===== src/bp_cfg.svh =====
// Branch predictor configuration macros: address width, fetch slots, table depths
`ifndef BP_CFG_SVH
`define BP_CFG_SVH

// ------------------------------------------------------------
// Base configuration
// ------------------------------------------------------------
// Fetch and branch address width
`define BP_VLEN 32
// Compressed 16-bit slots per fetch block
`define BP_INSTR_PER_FETCH 2
// Table entry counts, over all slots
`define BP_BTB_ENTRIES 16
`define BP_BHT_ENTRIES 32

// ------------------------------------------------------------
// Derived geometry
// ------------------------------------------------------------
`define BP_BTB_ROWS (`BP_BTB_ENTRIES / `BP_INSTR_PER_FETCH)
`define BP_BHT_ROWS (`BP_BHT_ENTRIES / `BP_INSTR_PER_FETCH)
`define BP_BTB_ROW_W $clog2(`BP_BTB_ROWS)
`define BP_BHT_ROW_W $clog2(`BP_BHT_ROWS)
// Slot index sits right above the 2-byte alignment bit
`define BP_SLOT_W $clog2(`BP_INSTR_PER_FETCH)
`define BP_SLOT_LSB 1
`define BP_ROW_LSB (`BP_SLOT_LSB + `BP_SLOT_W)
// Bytes covered by one fetch block
`define BP_FETCH_BYTES (`BP_INSTR_PER_FETCH * 2)

`endif

===== src/bp_pred_pkg.sv =====
// Prediction package: target and counter typedefs, counter constants, update FSM states
`include "bp_cfg.svh"

package bp_pred_pkg;

  // ------------------------------------------------------------
  // Prediction side types
  // ------------------------------------------------------------
  // Predicted branch target
  typedef logic [`BP_VLEN-1:0] target_t;

  // 2-bit saturating counter, MSB set means taken
  typedef logic [1:0] bht_cnt_t;

  // Weakly not taken after reset
  localparam bht_cnt_t BHT_CNT_INIT = 2'd1;
  // Lowest value predicted as taken
  localparam bht_cnt_t BHT_TAKEN_MIN = 2'd2;
  // Saturation limit
  localparam bht_cnt_t BHT_CNT_MAX = 2'd3;

  // Update controller FSM
  typedef enum logic [1:0] {
    UPD_IDLE  = 2'd0,
    UPD_WRITE = 2'd1,
    UPD_ACK   = 2'd2
  } upd_state_e;

endpackage


===== src/bp_addr_pkg.sv =====
// Address package: fetch address, BTB and BHT row index and slot typedefs
`include "bp_cfg.svh"

package bp_addr_pkg;

  // ------------------------------------------------------------
  // Address side types
  // ------------------------------------------------------------
  // Fetch or branch address
  typedef logic [`BP_VLEN-1:0] vaddr_t;

  // BTB row, address bits 4..2 for 8 rows
  typedef logic [`BP_BTB_ROW_W-1:0] btb_row_t;

  // BHT row, address bits 5..2 for 16 rows
  typedef logic [`BP_BHT_ROW_W-1:0] bht_row_t;

  // Slot inside a fetch block, address bit 1
  // Bit 0 is always zero with 2-byte aligned code
  typedef logic [`BP_SLOT_W-1:0] slot_t;

endpackage


===== src/branch_predict_top.sv =====
// Branch predictor top: BTB, BHT, update controller and next-PC selection
`include "bp_cfg.svh"

module branch_predict_top (
  input  logic                 clk_i,
  input  logic                 rst_ni,
  input  logic                 flush_i,
  input  logic                 debug_mode_i,
  // Fetch side
  input  bp_addr_pkg::vaddr_t  vpc_i,
  output logic                 predict_taken_o,
  output bp_addr_pkg::slot_t   predict_slot_o,
  output bp_addr_pkg::vaddr_t  next_pc_o,
  // Execute side update port
  input  logic                 upd_req_i,
  input  logic                 upd_taken_i,
  input  logic                 upd_cond_i,
  input  bp_addr_pkg::vaddr_t  upd_pc_i,
  input  bp_pred_pkg::target_t upd_target_i,
  output logic                 upd_ack_o
);

  // ------------------------------------------------------------
  // Internal wiring
  // ------------------------------------------------------------
  // Prediction read results
  logic                  [`BP_INSTR_PER_FETCH-1:0] btb_valid;
  bp_pred_pkg::target_t  [`BP_INSTR_PER_FETCH-1:0] btb_target;
  bp_pred_pkg::bht_cnt_t [`BP_INSTR_PER_FETCH-1:0] bht_cnt;

  // Write bus from the update controller
  logic                 btb_we;
  logic                 bht_we;
  bp_addr_pkg::vaddr_t  wr_pc;
  bp_pred_pkg::target_t wr_target;
  logic                 wr_taken;

  bp_update_ctrl i_bp_update_ctrl (
    .clk_i        (clk_i),
    .rst_ni       (rst_ni),
    .debug_mode_i (debug_mode_i),
    .upd_req_i    (upd_req_i),
    .upd_pc_i     (upd_pc_i),
    .upd_target_i (upd_target_i),
    .upd_taken_i  (upd_taken_i),
    .upd_cond_i   (upd_cond_i),
    .upd_ack_o    (upd_ack_o),
    .btb_we_o     (btb_we),
    .bht_we_o     (bht_we),
    .wr_pc_o      (wr_pc),
    .wr_target_o  (wr_target),
    .wr_taken_o   (wr_taken)
  );

  btb i_btb (
    .clk_i       (clk_i),
    .rst_ni      (rst_ni),
    .flush_i     (flush_i),
    .rd_pc_i     (vpc_i),
    .wr_en_i     (btb_we),
    .wr_pc_i     (wr_pc),
    .wr_target_i (wr_target),
    .valid_o     (btb_valid),
    .target_o    (btb_target)
  );

  bht i_bht (
    .clk_i      (clk_i),
    .rst_ni     (rst_ni),
    .rd_pc_i    (vpc_i),
    .wr_en_i    (bht_we),
    .wr_pc_i    (wr_pc),
    .wr_taken_i (wr_taken),
    .cnt_o      (bht_cnt)
  );

  bp_next_pc i_bp_next_pc (
    .vpc_i           (vpc_i),
    .btb_valid_i     (btb_valid),
    .btb_target_i    (btb_target),
    .bht_cnt_i       (bht_cnt),
    .predict_taken_o (predict_taken_o),
    .predict_slot_o  (predict_slot_o),
    .next_pc_o       (next_pc_o)
  );

endmodule


===== src/bp_next_pc.sv =====
// Next-PC selection: slot masking, lowest taken slot pick, target or sequential address
`include "bp_cfg.svh"

module bp_next_pc (
  input  bp_addr_pkg::vaddr_t                             vpc_i,
  // Per-slot table results for the row of vpc_i
  input  logic                  [`BP_INSTR_PER_FETCH-1:0] btb_valid_i,
  input  bp_pred_pkg::target_t  [`BP_INSTR_PER_FETCH-1:0] btb_target_i,
  input  bp_pred_pkg::bht_cnt_t [`BP_INSTR_PER_FETCH-1:0] bht_cnt_i,
  // Prediction for this fetch
  output logic                                            predict_taken_o,
  output bp_addr_pkg::slot_t                              predict_slot_o,
  output bp_addr_pkg::vaddr_t                             next_pc_o
);

  // Slot that the fetch address points into
  bp_addr_pkg::slot_t  fetch_slot;
  // Slots that would redirect fetch
  logic [`BP_INSTR_PER_FETCH-1:0] slot_hit;
  // Start of the next fetch block
  bp_addr_pkg::vaddr_t seq_pc;

  assign fetch_slot = vpc_i[`BP_SLOT_LSB +: `BP_SLOT_W];

  // Round down to the block, then step one block
  assign seq_pc = (vpc_i & ~bp_addr_pkg::vaddr_t'(`BP_FETCH_BYTES - 1))
                + bp_addr_pkg::vaddr_t'(`BP_FETCH_BYTES);

  // ------------------------------------------------------------
  // Per-slot qualification
  // ------------------------------------------------------------
  // Valid target, counter says taken, slot not before the fetch slot
  always_comb begin
    for (int i = 0; i < `BP_INSTR_PER_FETCH; i++) begin
      slot_hit[i] = btb_valid_i[i]
                  && (bht_cnt_i[i] >= bp_pred_pkg::BHT_TAKEN_MIN)
                  && (i >= int'(fetch_slot));
    end
  end

  // ------------------------------------------------------------
  // Lowest slot wins
  // ------------------------------------------------------------
  always_comb begin
    predict_taken_o = 1'b0;
    predict_slot_o  = '0;
    next_pc_o       = seq_pc;
    // Walk downwards so the lowest hit is assigned last
    for (int i = `BP_INSTR_PER_FETCH - 1; i >= 0; i--) begin
      if (slot_hit[i]) begin
        predict_taken_o = 1'b1;
        predict_slot_o  = bp_addr_pkg::slot_t'(i);
        next_pc_o       = btb_target_i[i];
      end
    end
  end

endmodule


===== src/bp_update_ctrl.sv =====
// Update controller: four-phase req/ack receiver, request latch and one table write per report
`include "bp_cfg.svh"

module bp_update_ctrl (
  input  logic                 clk_i,
  input  logic                 rst_ni,
  // Suppresses the table write, handshake still completes
  input  logic                 debug_mode_i,
  // Execute side handshake and resolved branch
  input  logic                 upd_req_i,
  input  bp_addr_pkg::vaddr_t  upd_pc_i,
  input  bp_pred_pkg::target_t upd_target_i,
  input  logic                 upd_taken_i,
  input  logic                 upd_cond_i,
  output logic                 upd_ack_o,
  // Qualified table write
  output logic                 btb_we_o,
  output logic                 bht_we_o,
  output bp_addr_pkg::vaddr_t  wr_pc_o,
  output bp_pred_pkg::target_t wr_target_o,
  output logic                 wr_taken_o
);

  bp_pred_pkg::upd_state_e state_q, state_d;

  // Latched request fields
  bp_addr_pkg::vaddr_t  pc_q;
  bp_pred_pkg::target_t target_q;
  logic                 taken_q;
  logic                 cond_q;

  logic                 accept;

  // New request seen while idle
  assign accept = (state_q == bp_pred_pkg::UPD_IDLE) && upd_req_i;

  // ------------------------------------------------------------
  // Handshake FSM
  // ------------------------------------------------------------
  always_comb begin
    state_d = state_q;
    unique case (state_q)
      bp_pred_pkg::UPD_IDLE:  if (upd_req_i) state_d = bp_pred_pkg::UPD_WRITE;
      // Tables are written on the edge leaving this state
      bp_pred_pkg::UPD_WRITE: state_d = bp_pred_pkg::UPD_ACK;
      // Hold ack until the requester drops req
      bp_pred_pkg::UPD_ACK:   if (!upd_req_i) state_d = bp_pred_pkg::UPD_IDLE;
      default:                state_d = bp_pred_pkg::UPD_IDLE;
    endcase
  end

  always_ff @(posedge clk_i or negedge rst_ni) begin
    if (!rst_ni) begin
      state_q <= bp_pred_pkg::UPD_IDLE;
    end else begin
      state_q <= state_d;
    end
  end

  // Capture the report once, execute may change it after ack
  always_ff @(posedge clk_i) begin
    if (accept) begin
      pc_q     <= upd_pc_i;
      target_q <= upd_target_i;
      taken_q  <= upd_taken_i;
      cond_q   <= upd_cond_i;
    end
  end

  // ------------------------------------------------------------
  // Outputs
  // ------------------------------------------------------------
  assign upd_ack_o = (state_q == bp_pred_pkg::UPD_ACK);

  // Taken branches install a target, conditional ones train the counter
  assign btb_we_o = (state_q == bp_pred_pkg::UPD_WRITE) && taken_q && !debug_mode_i;
  assign bht_we_o = (state_q == bp_pred_pkg::UPD_WRITE) && cond_q && !debug_mode_i;

  assign wr_pc_o     = pc_q;
  assign wr_target_o = target_q;
  assign wr_taken_o  = taken_q;

  // ------------------------------------------------------------
  // Checks
  // ------------------------------------------------------------
  // Ack only ever follows a write cycle
  a_ack_after_write: assert property (
    @(posedge clk_i) disable iff (!rst_ni)
    $rose(upd_ack_o) |-> $past(state_q == bp_pred_pkg::UPD_WRITE)
  ) else $error("bp_update_ctrl: ack raised without a write cycle");

  // A table write is always answered by ack on the next cycle
  a_we_then_ack: assert property (
    @(posedge clk_i) disable iff (!rst_ni)
    (btb_we_o || bht_we_o) |=> upd_ack_o
  ) else $error("bp_update_ctrl: table write not followed by ack");

endmodule


===== src/bht.sv =====
// Branch history table: 2-bit saturating counters, combinational row read, one update per write
`include "bp_cfg.svh"

module bht (
  input  logic                                           clk_i,
  input  logic                                           rst_ni,
  // Fetch address for the prediction read
  input  bp_addr_pkg::vaddr_t                            rd_pc_i,
  // Write enable, set only for resolved conditional branches
  input  logic                                           wr_en_i,
  input  bp_addr_pkg::vaddr_t                            wr_pc_i,
  // Direction of the resolved branch
  input  logic                                           wr_taken_i,
  // Counters of both slots in the addressed row
  output bp_pred_pkg::bht_cnt_t [`BP_INSTR_PER_FETCH-1:0] cnt_o
);

  bp_addr_pkg::bht_row_t rd_row;
  bp_addr_pkg::bht_row_t wr_row;
  bp_addr_pkg::slot_t    wr_slot;

  // Counter storage per row and slot
  bp_pred_pkg::bht_cnt_t cnt_q [`BP_BHT_ROWS][`BP_INSTR_PER_FETCH];

  // Current and next value of the counter being written
  bp_pred_pkg::bht_cnt_t cnt_cur;
  bp_pred_pkg::bht_cnt_t cnt_nxt;

  // ------------------------------------------------------------
  // Index decode
  // ------------------------------------------------------------
  assign rd_row  = rd_pc_i[`BP_ROW_LSB +: `BP_BHT_ROW_W];
  assign wr_row  = wr_pc_i[`BP_ROW_LSB +: `BP_BHT_ROW_W];
  assign wr_slot = wr_pc_i[`BP_SLOT_LSB +: `BP_SLOT_W];

  // Row read for the fetch address
  always_comb begin
    for (int i = 0; i < `BP_INSTR_PER_FETCH; i++) begin
      cnt_o[i] = cnt_q[rd_row][i];
    end
  end

  // ------------------------------------------------------------
  // Saturating step
  // ------------------------------------------------------------
  always_comb begin
    cnt_cur = cnt_q[wr_row][wr_slot];
    cnt_nxt = cnt_cur;
    if (wr_taken_i) begin
      // Count up, hold at 3
      if (cnt_cur != bp_pred_pkg::BHT_CNT_MAX) cnt_nxt = cnt_cur + 2'd1;
    end else begin
      // Count down, hold at 0
      if (cnt_cur != '0) cnt_nxt = cnt_cur - 2'd1;
    end
  end

  // Counter registers, weakly not taken out of reset
  always_ff @(posedge clk_i or negedge rst_ni) begin
    if (!rst_ni) begin
      for (int r = 0; r < `BP_BHT_ROWS; r++) begin
        for (int s = 0; s < `BP_INSTR_PER_FETCH; s++) begin
          cnt_q[r][s] <= bp_pred_pkg::BHT_CNT_INIT;
        end
      end
    end else if (wr_en_i) begin
      cnt_q[wr_row][wr_slot] <= cnt_nxt;
    end
  end

  // ------------------------------------------------------------
  // Checks
  // ------------------------------------------------------------
  // Written counter moves only in the resolved direction, so it never wraps
  a_cnt_no_wrap: assert property (
    @(posedge clk_i) disable iff (!rst_ni)
    wr_en_i |=> ($past(wr_taken_i)
                 ? (cnt_q[$past(wr_row)][$past(wr_slot)] >= $past(cnt_cur))
                 : (cnt_q[$past(wr_row)][$past(wr_slot)] <= $past(cnt_cur)))
  ) else $error("bht: counter left its range after a write");

endmodule


===== src/btb.sv =====
// Register-based branch target buffer: combinational row read, single-slot write, flush
`include "bp_cfg.svh"

module btb (
  input  logic                                               clk_i,
  input  logic                                               rst_ni,
  // Clears every valid bit, wins over a write
  input  logic                                               flush_i,
  // Fetch address for the prediction read
  input  bp_addr_pkg::vaddr_t                                rd_pc_i,
  // Write enable, already qualified by the update controller
  input  logic                                               wr_en_i,
  input  bp_addr_pkg::vaddr_t                                wr_pc_i,
  input  bp_pred_pkg::target_t                               wr_target_i,
  // Both slots of the addressed row
  output logic                 [`BP_INSTR_PER_FETCH-1:0]     valid_o,
  output bp_pred_pkg::target_t [`BP_INSTR_PER_FETCH-1:0]     target_o
);

  // Row and slot of the read and write addresses
  bp_addr_pkg::btb_row_t rd_row;
  bp_addr_pkg::btb_row_t wr_row;
  bp_addr_pkg::slot_t    wr_slot;

  // Valid bits per row and slot
  logic [`BP_BTB_ROWS-1:0][`BP_INSTR_PER_FETCH-1:0] valid_q;
  // Target payload per row and slot
  bp_pred_pkg::target_t target_q [`BP_BTB_ROWS][`BP_INSTR_PER_FETCH];

  // ------------------------------------------------------------
  // Index decode
  // ------------------------------------------------------------
  assign rd_row  = rd_pc_i[`BP_ROW_LSB +: `BP_BTB_ROW_W];
  assign wr_row  = wr_pc_i[`BP_ROW_LSB +: `BP_BTB_ROW_W];
  assign wr_slot = wr_pc_i[`BP_SLOT_LSB +: `BP_SLOT_W];

  // ------------------------------------------------------------
  // Prediction read
  // ------------------------------------------------------------
  // Whole row goes out, the slot choice is made downstream
  always_comb begin
    valid_o = valid_q[rd_row];
    for (int i = 0; i < `BP_INSTR_PER_FETCH; i++) begin
      target_o[i] = target_q[rd_row][i];
    end
  end

  // ------------------------------------------------------------
  // Valid bits
  // ------------------------------------------------------------
  always_ff @(posedge clk_i or negedge rst_ni) begin
    if (!rst_ni) begin
      valid_q <= '0;
    end else if (flush_i) begin
      // Evict every entry
      valid_q <= '0;
    end else if (wr_en_i) begin
      valid_q[wr_row][wr_slot] <= 1'b1;
    end
  end

  // ------------------------------------------------------------
  // Targets
  // ------------------------------------------------------------
  // A target is only visible once its valid bit is set
  always_ff @(posedge clk_i) begin
    if (wr_en_i) begin
      target_q[wr_row][wr_slot] <= wr_target_i;
    end
  end

  // ------------------------------------------------------------
  // Checks
  // ------------------------------------------------------------
  // Write address from the update controller must be known
  a_wr_addr_known: assert property (
    @(posedge clk_i) disable iff (!rst_ni)
    wr_en_i |-> !$isunknown(wr_pc_i)
  ) else $error("btb: unknown write address with wr_en_i high");

endmodule


===== config.mk =====
export PLATFORM = sky130hd
export DESIGN_NAME = branch_predict_top
export DESIGN_NICKNAME = d
export VERILOG_FILES = /design/src/bp_pred_pkg.sv /design/src/bp_addr_pkg.sv /design/src/branch_predict_top.sv /design/src/bp_next_pc.sv /design/src/bp_update_ctrl.sv /design/src/bht.sv /design/src/btb.sv
export VERILOG_INCLUDE_DIRS = /design/src
export SDC_FILE = /design/constraint.sdc
export NUM_CORES = 1
export LEC_CHECK = 0
export BUFFER_PORTS_ARGS = -buffer_cell sky130_fd_sc_hd__buf_2
export CAP_MARGIN = 30
export CELL_PAD_IN_SITES_DETAIL_PLACEMENT = 1
export CELL_PAD_IN_SITES_GLOBAL_PLACEMENT = 2
export CORE_MARGIN = 3
export CORE_UTILIZATION = 50
export DETAILED_ROUTE_END_ITERATION = 7
export HOLD_SLACK_MARGIN = 0.02
export PLACE_DENSITY = 0.88
export SLEW_MARGIN = 20
export SYNTH_ARGS = -nofsm -noshare
export SYNTH_HDL_FRONTEND = slang
export SYNTH_SLANG_ARGS = --single-unit
export TNS_END_PERCENT = 1

===== constraint.sdc =====
create_clock -name clk_i -period 8.9 [get_ports clk_i]
set_input_delay 0.445 -clock clk_i [delete_from_list [all_inputs] [get_ports clk_i]]
set_output_delay 0.445 -clock clk_i [all_outputs]
set_load 0.005 [all_outputs]

After elaboration in Yosys (flattened, before gate mapping)
Memories as Yosys holds them, arrays and structs flattened.
Cells that the tools add are included.
{"block": "op_classes", "mux": 37, "add_sub_neg": 3, "n_bitwise": 4, "reduce_logical": 17, "n_eq_ne": 5, "shifts": 0, "div_mod_pow": 0, "mul": 0, "order_cmp": 13}
{"operator": "two-way mux 32 bit", "count": 3}
{"operator": "bitwise mux 64 bit", "count": 1}
{"operator": "two-way mux 64 bit", "count": 1}
{"operator": "adder 32 x 3 -> 32 bit (second input constant)", "count": 1}
{"operator": "binary-select mux 4 bit (select 4 bit)", "count": 2}
{"operator": "demux 32 bit (select 1 bit)", "count": 1}
{"operator": "two-way mux 16 bit", "count": 2}
{"operator": "two-way mux 2 bit", "count": 11}
{"operator": "two-way mux 4 bit", "count": 5}
{"operator": "demux 4 bit (select 4 bit)", "count": 1}
{"operator": "bitwise OR 16 bit", "count": 1}
{"operator": "logical AND 1 bit", "count": 12}
{"operator": "greater-or-equal comparator 5 bit (second input constant)", "count": 2}
{"operator": "NOT 4 -> 5 bit", "count": 2}
{"operator": "< comparator 3 x 4 -> 1 bit (second input constant)", "count": 2}
{"operator": "binary-select mux 2 bit (select 3 bit)", "count": 1}
{"operator": "demux 2 bit (select 3 bit)", "count": 1}
{"operator": "greater-or-equal comparator 2 bit (second input constant)", "count": 3}
{"operator": "!= test 2 bit (second input constant)", "count": 3}
{"operator": "one-hot mux 2 bit (3 select lines)", "count": 1}
{"operator": "< comparator 5 x 1 -> 1 bit (second input constant)", "count": 1}
{"operator": "two-way mux 1 bit", "count": 5}
{"operator": "nonzero test 2 bit", "count": 2}
{"operator": "greater-or-equal comparator 3 x 1 -> 1 bit (second input constant)", "count": 1}
{"operator": "other kinds (14)", "count": 14}
{"block": "word_totals", "in_bits": 103, "ff_bits": 122, "mem_bits_rw": 512, "latch_bits": 0, "output_inout_bits": 35, "memories": 1, "mem_bits_ro": 0, "wordCells": 125}
{"name": "i_btb.target_q", "words": 8, "word_bits": 64, "read_ports": 1, "rd_ports_with_merged_regs": 0, "wr": 1, "line_no": "btb.sv:28", "rtl": "bp_pred_pkg::target_t target_q [`BP_BTB_ROWS][`BP_INSTR_PER_FETCH];"}

Depth between registers and ports, before layout
{"block": "logic_depth", "depth_word": 11, "depth_mapped": 11, "depth_no_buf": 7}

By module
From an unflattened synthesis, not the netlist that was laid out.
{"block": "unflattened", "hier_cells": 1459, "area_unflattened_um2": 27365.0}
{"module": "btb", "area_per_inst_um2": 20031.7, "cells_per_inst": 829, "instances": 1, "seq_area_each_um2": 15775.1}
{"module": "bht", "area_per_inst_um2": 3967.6, "cells_per_inst": 329, "instances": 1, "seq_area_each_um2": 1641.6}
{"module": "bp_update_ctrl", "area_per_inst_um2": 2089.5, "cells_per_inst": 76, "instances": 1, "seq_area_each_um2": 2031.9}
{"module": "bp_next_pc", "area_per_inst_um2": 1276.2, "cells_per_inst": 225, "instances": 1, "seq_area_each_um2": 0.0}

Worst setup path after synthesis
OpenSTA, ideal clock, no wires.
{"block": "synth_path", "path_type": "reg2reg", "start": "register i_bp_update_ctrl.state_q[1]", "end": "register i_bp_update_ctrl.cond_q (enable)", "path_buffers": 0, "slack_ps": 5090, "arrival_time_ps": 3318, "setup_time_ps": 492, "stages_incl_launch_ff": 2, "t_required_ps": 8408, "path_cell_list": "dfrtp_1 -> nor3b_1"}
{"block": "synth_between", "elab_chain_len": 2}
{"element": "start: declaration", "line_no": "bp_update_ctrl.sv:24", "rtl": "bp_pred_pkg::upd_state_e state_q, state_d;"}
{"element": "start signal: assignment", "line_no": "bp_update_ctrl.sv:54", "rtl": "state_q <= bp_pred_pkg::UPD_IDLE;"}
{"element": "start signal: assignment", "line_no": "bp_update_ctrl.sv:56", "rtl": "state_q <= state_d;"}
{"element": "zero test 2 bit", "line_no": "bp_update_ctrl.sv:35", "rtl": "assign accept = (state_q == bp_pred_pkg::UPD_IDLE) && upd_req_i;"}
{"element": "logical AND 1 bit", "line_no": "bp_update_ctrl.sv:35"}
{"element": "via i_bp_update_ctrl.accept", "line_no": "bp_update_ctrl.sv:32", "rtl": "logic accept;"}
{"element": "end signal: assignment", "line_no": "bp_update_ctrl.sv:66", "rtl": "cond_q <= upd_cond_i;"}
{"element": "end: declaration", "line_no": "bp_update_ctrl.sv:30", "rtl": "logic cond_q;"}
The timed path passes the listed nets, and every way through them passes these cells.
A chain may end at the register's enable or synchronous reset.

Final worst setup path
{"block": "layout_path", "start": "input vpc_i[2]", "end": "output next_pc_o[22]"}
{"block": "layout_between", "elab_chain_len": 8, "elab_cells_between_ends": 15, "classes_between": "add/sub (1); order compare (2); mux (7); bitwise (1); reduce/logical (3); memory (1)"}
{"element": "start: declaration", "line_no": "branch_predict_top.sv:10", "rtl": "input bp_addr_pkg::vaddr_t vpc_i,"}
{"element": "NOT 4 -> 5 bit (implied by the code)", "line_no": "bht.sv:39", "rtl": "cnt_o[i] = cnt_q[rd_row][i];"}
{"element": "binary-select mux 4 bit (select 4 bit)", "line_no": "bht.sv:39"}
{"element": "two-way mux 4 bit (implied by the code) (2 in a row)", "line_no": "bht.sv:39"}
{"element": "greater-or-equal comparator 2 bit", "line_no": "bp_next_pc.sv:36", "rtl": "&& (bht_cnt_i[i] >= bp_pred_pkg::BHT_TAKEN_MIN)"}
{"element": "logical AND 1 bit", "line_no": "bp_next_pc.sv:36"}
{"element": "two-way mux 32 bit / logical AND 1 bit (equally long branches)", "line_no": "bp_next_pc.sv:50, bp_next_pc.sv:37"}
{"element": "two-way mux 32 bit (*)", "line_no": "bp_next_pc.sv:50", "rtl": "if (slot_hit[i]) begin"}
{"element": "end: declaration", "line_no": "branch_predict_top.sv:13", "rtl": "output bp_addr_pkg::vaddr_t next_pc_o,"}
Mark *: on every way between the ends. The rest lies on a longest branch, timed or not. The select of a mux whose other input is x is not followed.

==> out/summary.txt <==
Worst R2R Start -> i_bp_update_ctrl.wr_pc_o[2]$_DFFE_PP_
Crit path max-delay family -> simple AND/OR/NAND/NOR gates
Final #Nets -> 1,773
Worst Hold Launch -> upd_target_i[5]
Pint -> 5.20 mW
Final cell count without fillers -> 2,406
Hold Path End -> i_bp_update_ctrl.wr_target_o[5]$_DFFE_PP_
Final Cycle Share -> 54.2%
Max Fclk -> 207 MHz
Clock Tree Buf Depth -> 3
Max-cap violations -> 0
Die W -> 237 µm
Post-Synth Adder-Cell Area -> 0.0469%
H-tree depth -> 3
Share of layout cells above drive strength 1 -> 29.2%
Hold Path Class -> in -> reg
Mean Syn Cell Area -> 17.5 µm²
Buf/Inv on CP -> 2
Syn nets -> 1,627
CP Class -> in -> out
Post-synth EDFFs -> 551
CTS resizes -> 0
Pleak -> 10.3 nW
Via count -> 15.3k
Antenna-violating nets left -> 0
Vias in the first global route -> 16.6k
Hold Buf Count CTS -> 28
Reg-to-reg endpoint -> i_bht.cnt_q[51]$_DFFE_PN0P_
Hpwl dp -> 40,300 µm
Most frequent cells in the layout -> edfxtp_1, mux4_2, nand2_1
Gpl congestion -> 0.803
Slowest CP cell -> nor4_2
GRT overflow -> 0
Initial cell density of the core -> 51.2%
Final setup TNS -> 0 ns
Startpoint Class -> input pin
Area Growth Syn to Fin -> 14.2%
Commonest non-fill, non-tap cell in the layout -> edfxtp_1
Post-CTS Setup Bufs -> 0
Worst Clk Skew -> 0.0265 ns
RSZ-0062 raised after global routing -> false
Final wirelength -> 72,800 µm
Synth Area in Compound Gates -> 3.43%
Initial antenna violation count -> 8
Final-report hold violation count -> 0
Number of CTS-inserted buffers -> 66
Cells after DPL -> 2,252
Largest net degree at the start of global routing -> 68
Largest family of logic cells by synthesized area -> multiplexers
Final slew viol count -> 0
CP Data Required Time -> 8.46 ns
Unique masters post-synth -> 60
Core area -> 52,000 µm²
Fin crit period -> 4.83 ns
Io pins -> 138
Reg-to-reg setup timing slack -> 5.60 ns
Switching Share -> 24.7%
# setup viols final -> 0
Relative max-transition margin -> 32.5%
Clock-pin slew on the worst setup and hold paths -> 0.06 ns
Yosys warning count -> 0
VDD IR-drop max -> 0.156 mV
Clk Latency, worst-skew pair -> 0.61 ns
Post-Synth XOR/XNOR Area -> 0.887%
GRT Overall Usage -> 26.1%
Status -> finished, final reports clean
Port Buffers -> 109
WHS Path Cells -> 1
Setup crit end kind -> output port
Die Footprint -> 56,100 µm²
CTS tree -> yes
DRT Pass-1 Iters -> 5
Post-Syn Instances -> 1,523
Slowest stage delay, CP -> 0.93 ns
Drt drc -> 0
Worst R2R Path Depth -> 8
Simple-gate area share of the yosys netlist -> 6.08%
Multiplexer share of the synthesized area -> 17.8%
Max FO, Critical Path -> 65
Register share of total power -> 52.0%
Worst hold slack -> 0.0436 ns
Synthesized area -> 26,700 µm²
Comb pwr share -> 8.9%
CP Data Arrival Time -> 4.38 ns
Die Span Y -> 237 µm
Clock share of power -> 39.2%
Row count -> 83
Clock root cell -> clkbuf_16
Power density cells -> 227 nW/µm²
Top_reg_cell synth -> edfxtp_1
DRC marker count from the first detailed-route iteration -> 1,341
Total Power -> 6.91 mW
Psw -> 1.70 mW
CP Cell Sequence -> clkbuf_8 -> ha_1 -> nand4_1 -> nor4_2 -> nand4_1 -> xnor2_1 -> mux2_1 -> mux4_2 -> buf_2
Tightest Pin Transition -> 1.01 ns
Sinks on Clock Net -> 633
First-pass GRT wire length -> 108,000 µm
WL/cell -> 30.3 µm
Drt via density -> 6.37
Final core utilization -> 58.5%
Seq/Total Area, Yosys -> 69.9%
Most used cell, CP -> nand4_1
Register bit total from synthesis -> 633
FFs w/ async S/R, synth -> 13.0%
[per-stage QoR]
step	setup slack, ns	cell area [µm²]
4_1_cts	3.91	30400
2_1_floorplan	5.09	26700
6_report	4.07	30500
3_5_place_dp	4.02	28000
5_1_grt	3.84	30400
3_3_place_gp	4.11	28000
[power groups by stage]
stage	registers (mW)	clock network (mW)	logic, mW
final	3.59	2.70	0.613
after global routing	3.61	2.87	0.654
after CTS	3.59	2.75	0.614
after global placement	3.63	0	0.580
after detailed placement	3.65	0	0.600
after floorplan	3.59	0	0.396
[cell type report]
| class | instances | area, µm² |
|---|---|---|
| clock inverter | 40 | 373 |
| tap | 680 | 851 |
| multi-input combinational | 781 | 7670 |
| antenna | 6 | 15.0 |
| inverter | 15 | 56.3 |
| fill | 4618 | 21600 |
| timing repair buffer | 172 | 1120 |
| clock buffer | 79 | 1730 |
| sequential | 633 | 18600 |
[sequential cells by signal, summed over array words and instances, names as in the netlist]
name,count
i_bp_update_ctrl.state_q,2
i_bht.cnt_q,64
i_bp_update_ctrl.wr_target_o,32
i_bp_update_ctrl.wr_pc_o,5
i_btb.target_q,512
i_bp_update_ctrl.wr_taken_o,1
i_bp_update_ctrl.cond_q,1
i_btb.valid_q,16
[per-layer routing]
metal,up-vias,wire length [µm],GRT usage [%]
met5,-,40,0
met4,6,2310,9.09
met3,131,6010,5.12
met2,719,36500,43.8
met1,8095,27900,34.4
li1,6387,-,-
[synth_stat cells, types with 3 or more instances]
cell type | instances | area share (%)
nor2b_1 | 5 | 0.12
inv_1 | 13 | 0.18
and2_1 | 12 | 0.28
or2_2 | 3 | 0.070
a21oi_1 | 6 | 0.11
buf_4 | 3 | 0.084
nand3_1 | 63 | 1.2
or3_1 | 4 | 0.094
mux2_1 | 14 | 0.59
buf_1 | 12 | 0.17
nor4_1 | 5 | 0.12
mux2_2 | 45 | 1.9
dfrtp_1 | 50 | 4.7
mux2_4 | 4 | 0.23
xnor2_1 | 16 | 0.53
a31oi_1 | 10 | 0.23
and3_1 | 6 | 0.14
nor2_1 | 95 | 1.3
a211oi_1 | 3 | 0.084
buf_2 | 35 | 0.66
xor2_1 | 11 | 0.36
buf_6 | 5 | 0.21
edfxtp_1 | 551 | 62
nor3b_1 | 3 | 0.084
o22ai_1 | 4 | 0.094
o21ai_0 | 21 | 0.39
nor3_1 | 4 | 0.075
clkbuf_1 | 39 | 0.55
a22oi_1 | 3 | 0.084
o221ai_1 | 33 | 1.1
nand2b_1 | 7 | 0.16
dfstp_2 | 32 | 3.2
nand4_1 | 13 | 0.31
mux2i_1 | 56 | 2.1
mux4_2 | 151 | 13
o31ai_1 | 32 | 0.90
nand2_1 | 127 | 1.8
[how the worst max path moves through the flow]
stage                                                  from                                end  slack [ns]  cells after the start
floorplan           i_bp_update_ctrl.state_q[1]$_DFFE_PN0P_  i_bp_update_ctrl.cond_q$_DFFE_PP_        5.09                      1
global placement                                   vpc_i[2]                       next_pc_o[2]        4.11                      8
detailed placement                                 vpc_i[2]                       next_pc_o[2]        4.02                      8
CTS                                                vpc_i[2]                       next_pc_o[2]        3.91                      8
global route                                       vpc_i[2]                       next_pc_o[2]        3.84                      8
finish                                             vpc_i[2]                      next_pc_o[22]        4.07                      9
[cells by family after synthesis]
logic type	count (synthesis)
XOR/XNOR	27
AO/OA/AOI/OAI	124
flip-flops	633
AND/OR/NAND/NOR	357
multiplexers	272
buffers and inverters	109
adder cells (fa/ha/maj)	1
(Power assumes the default switching activity.)
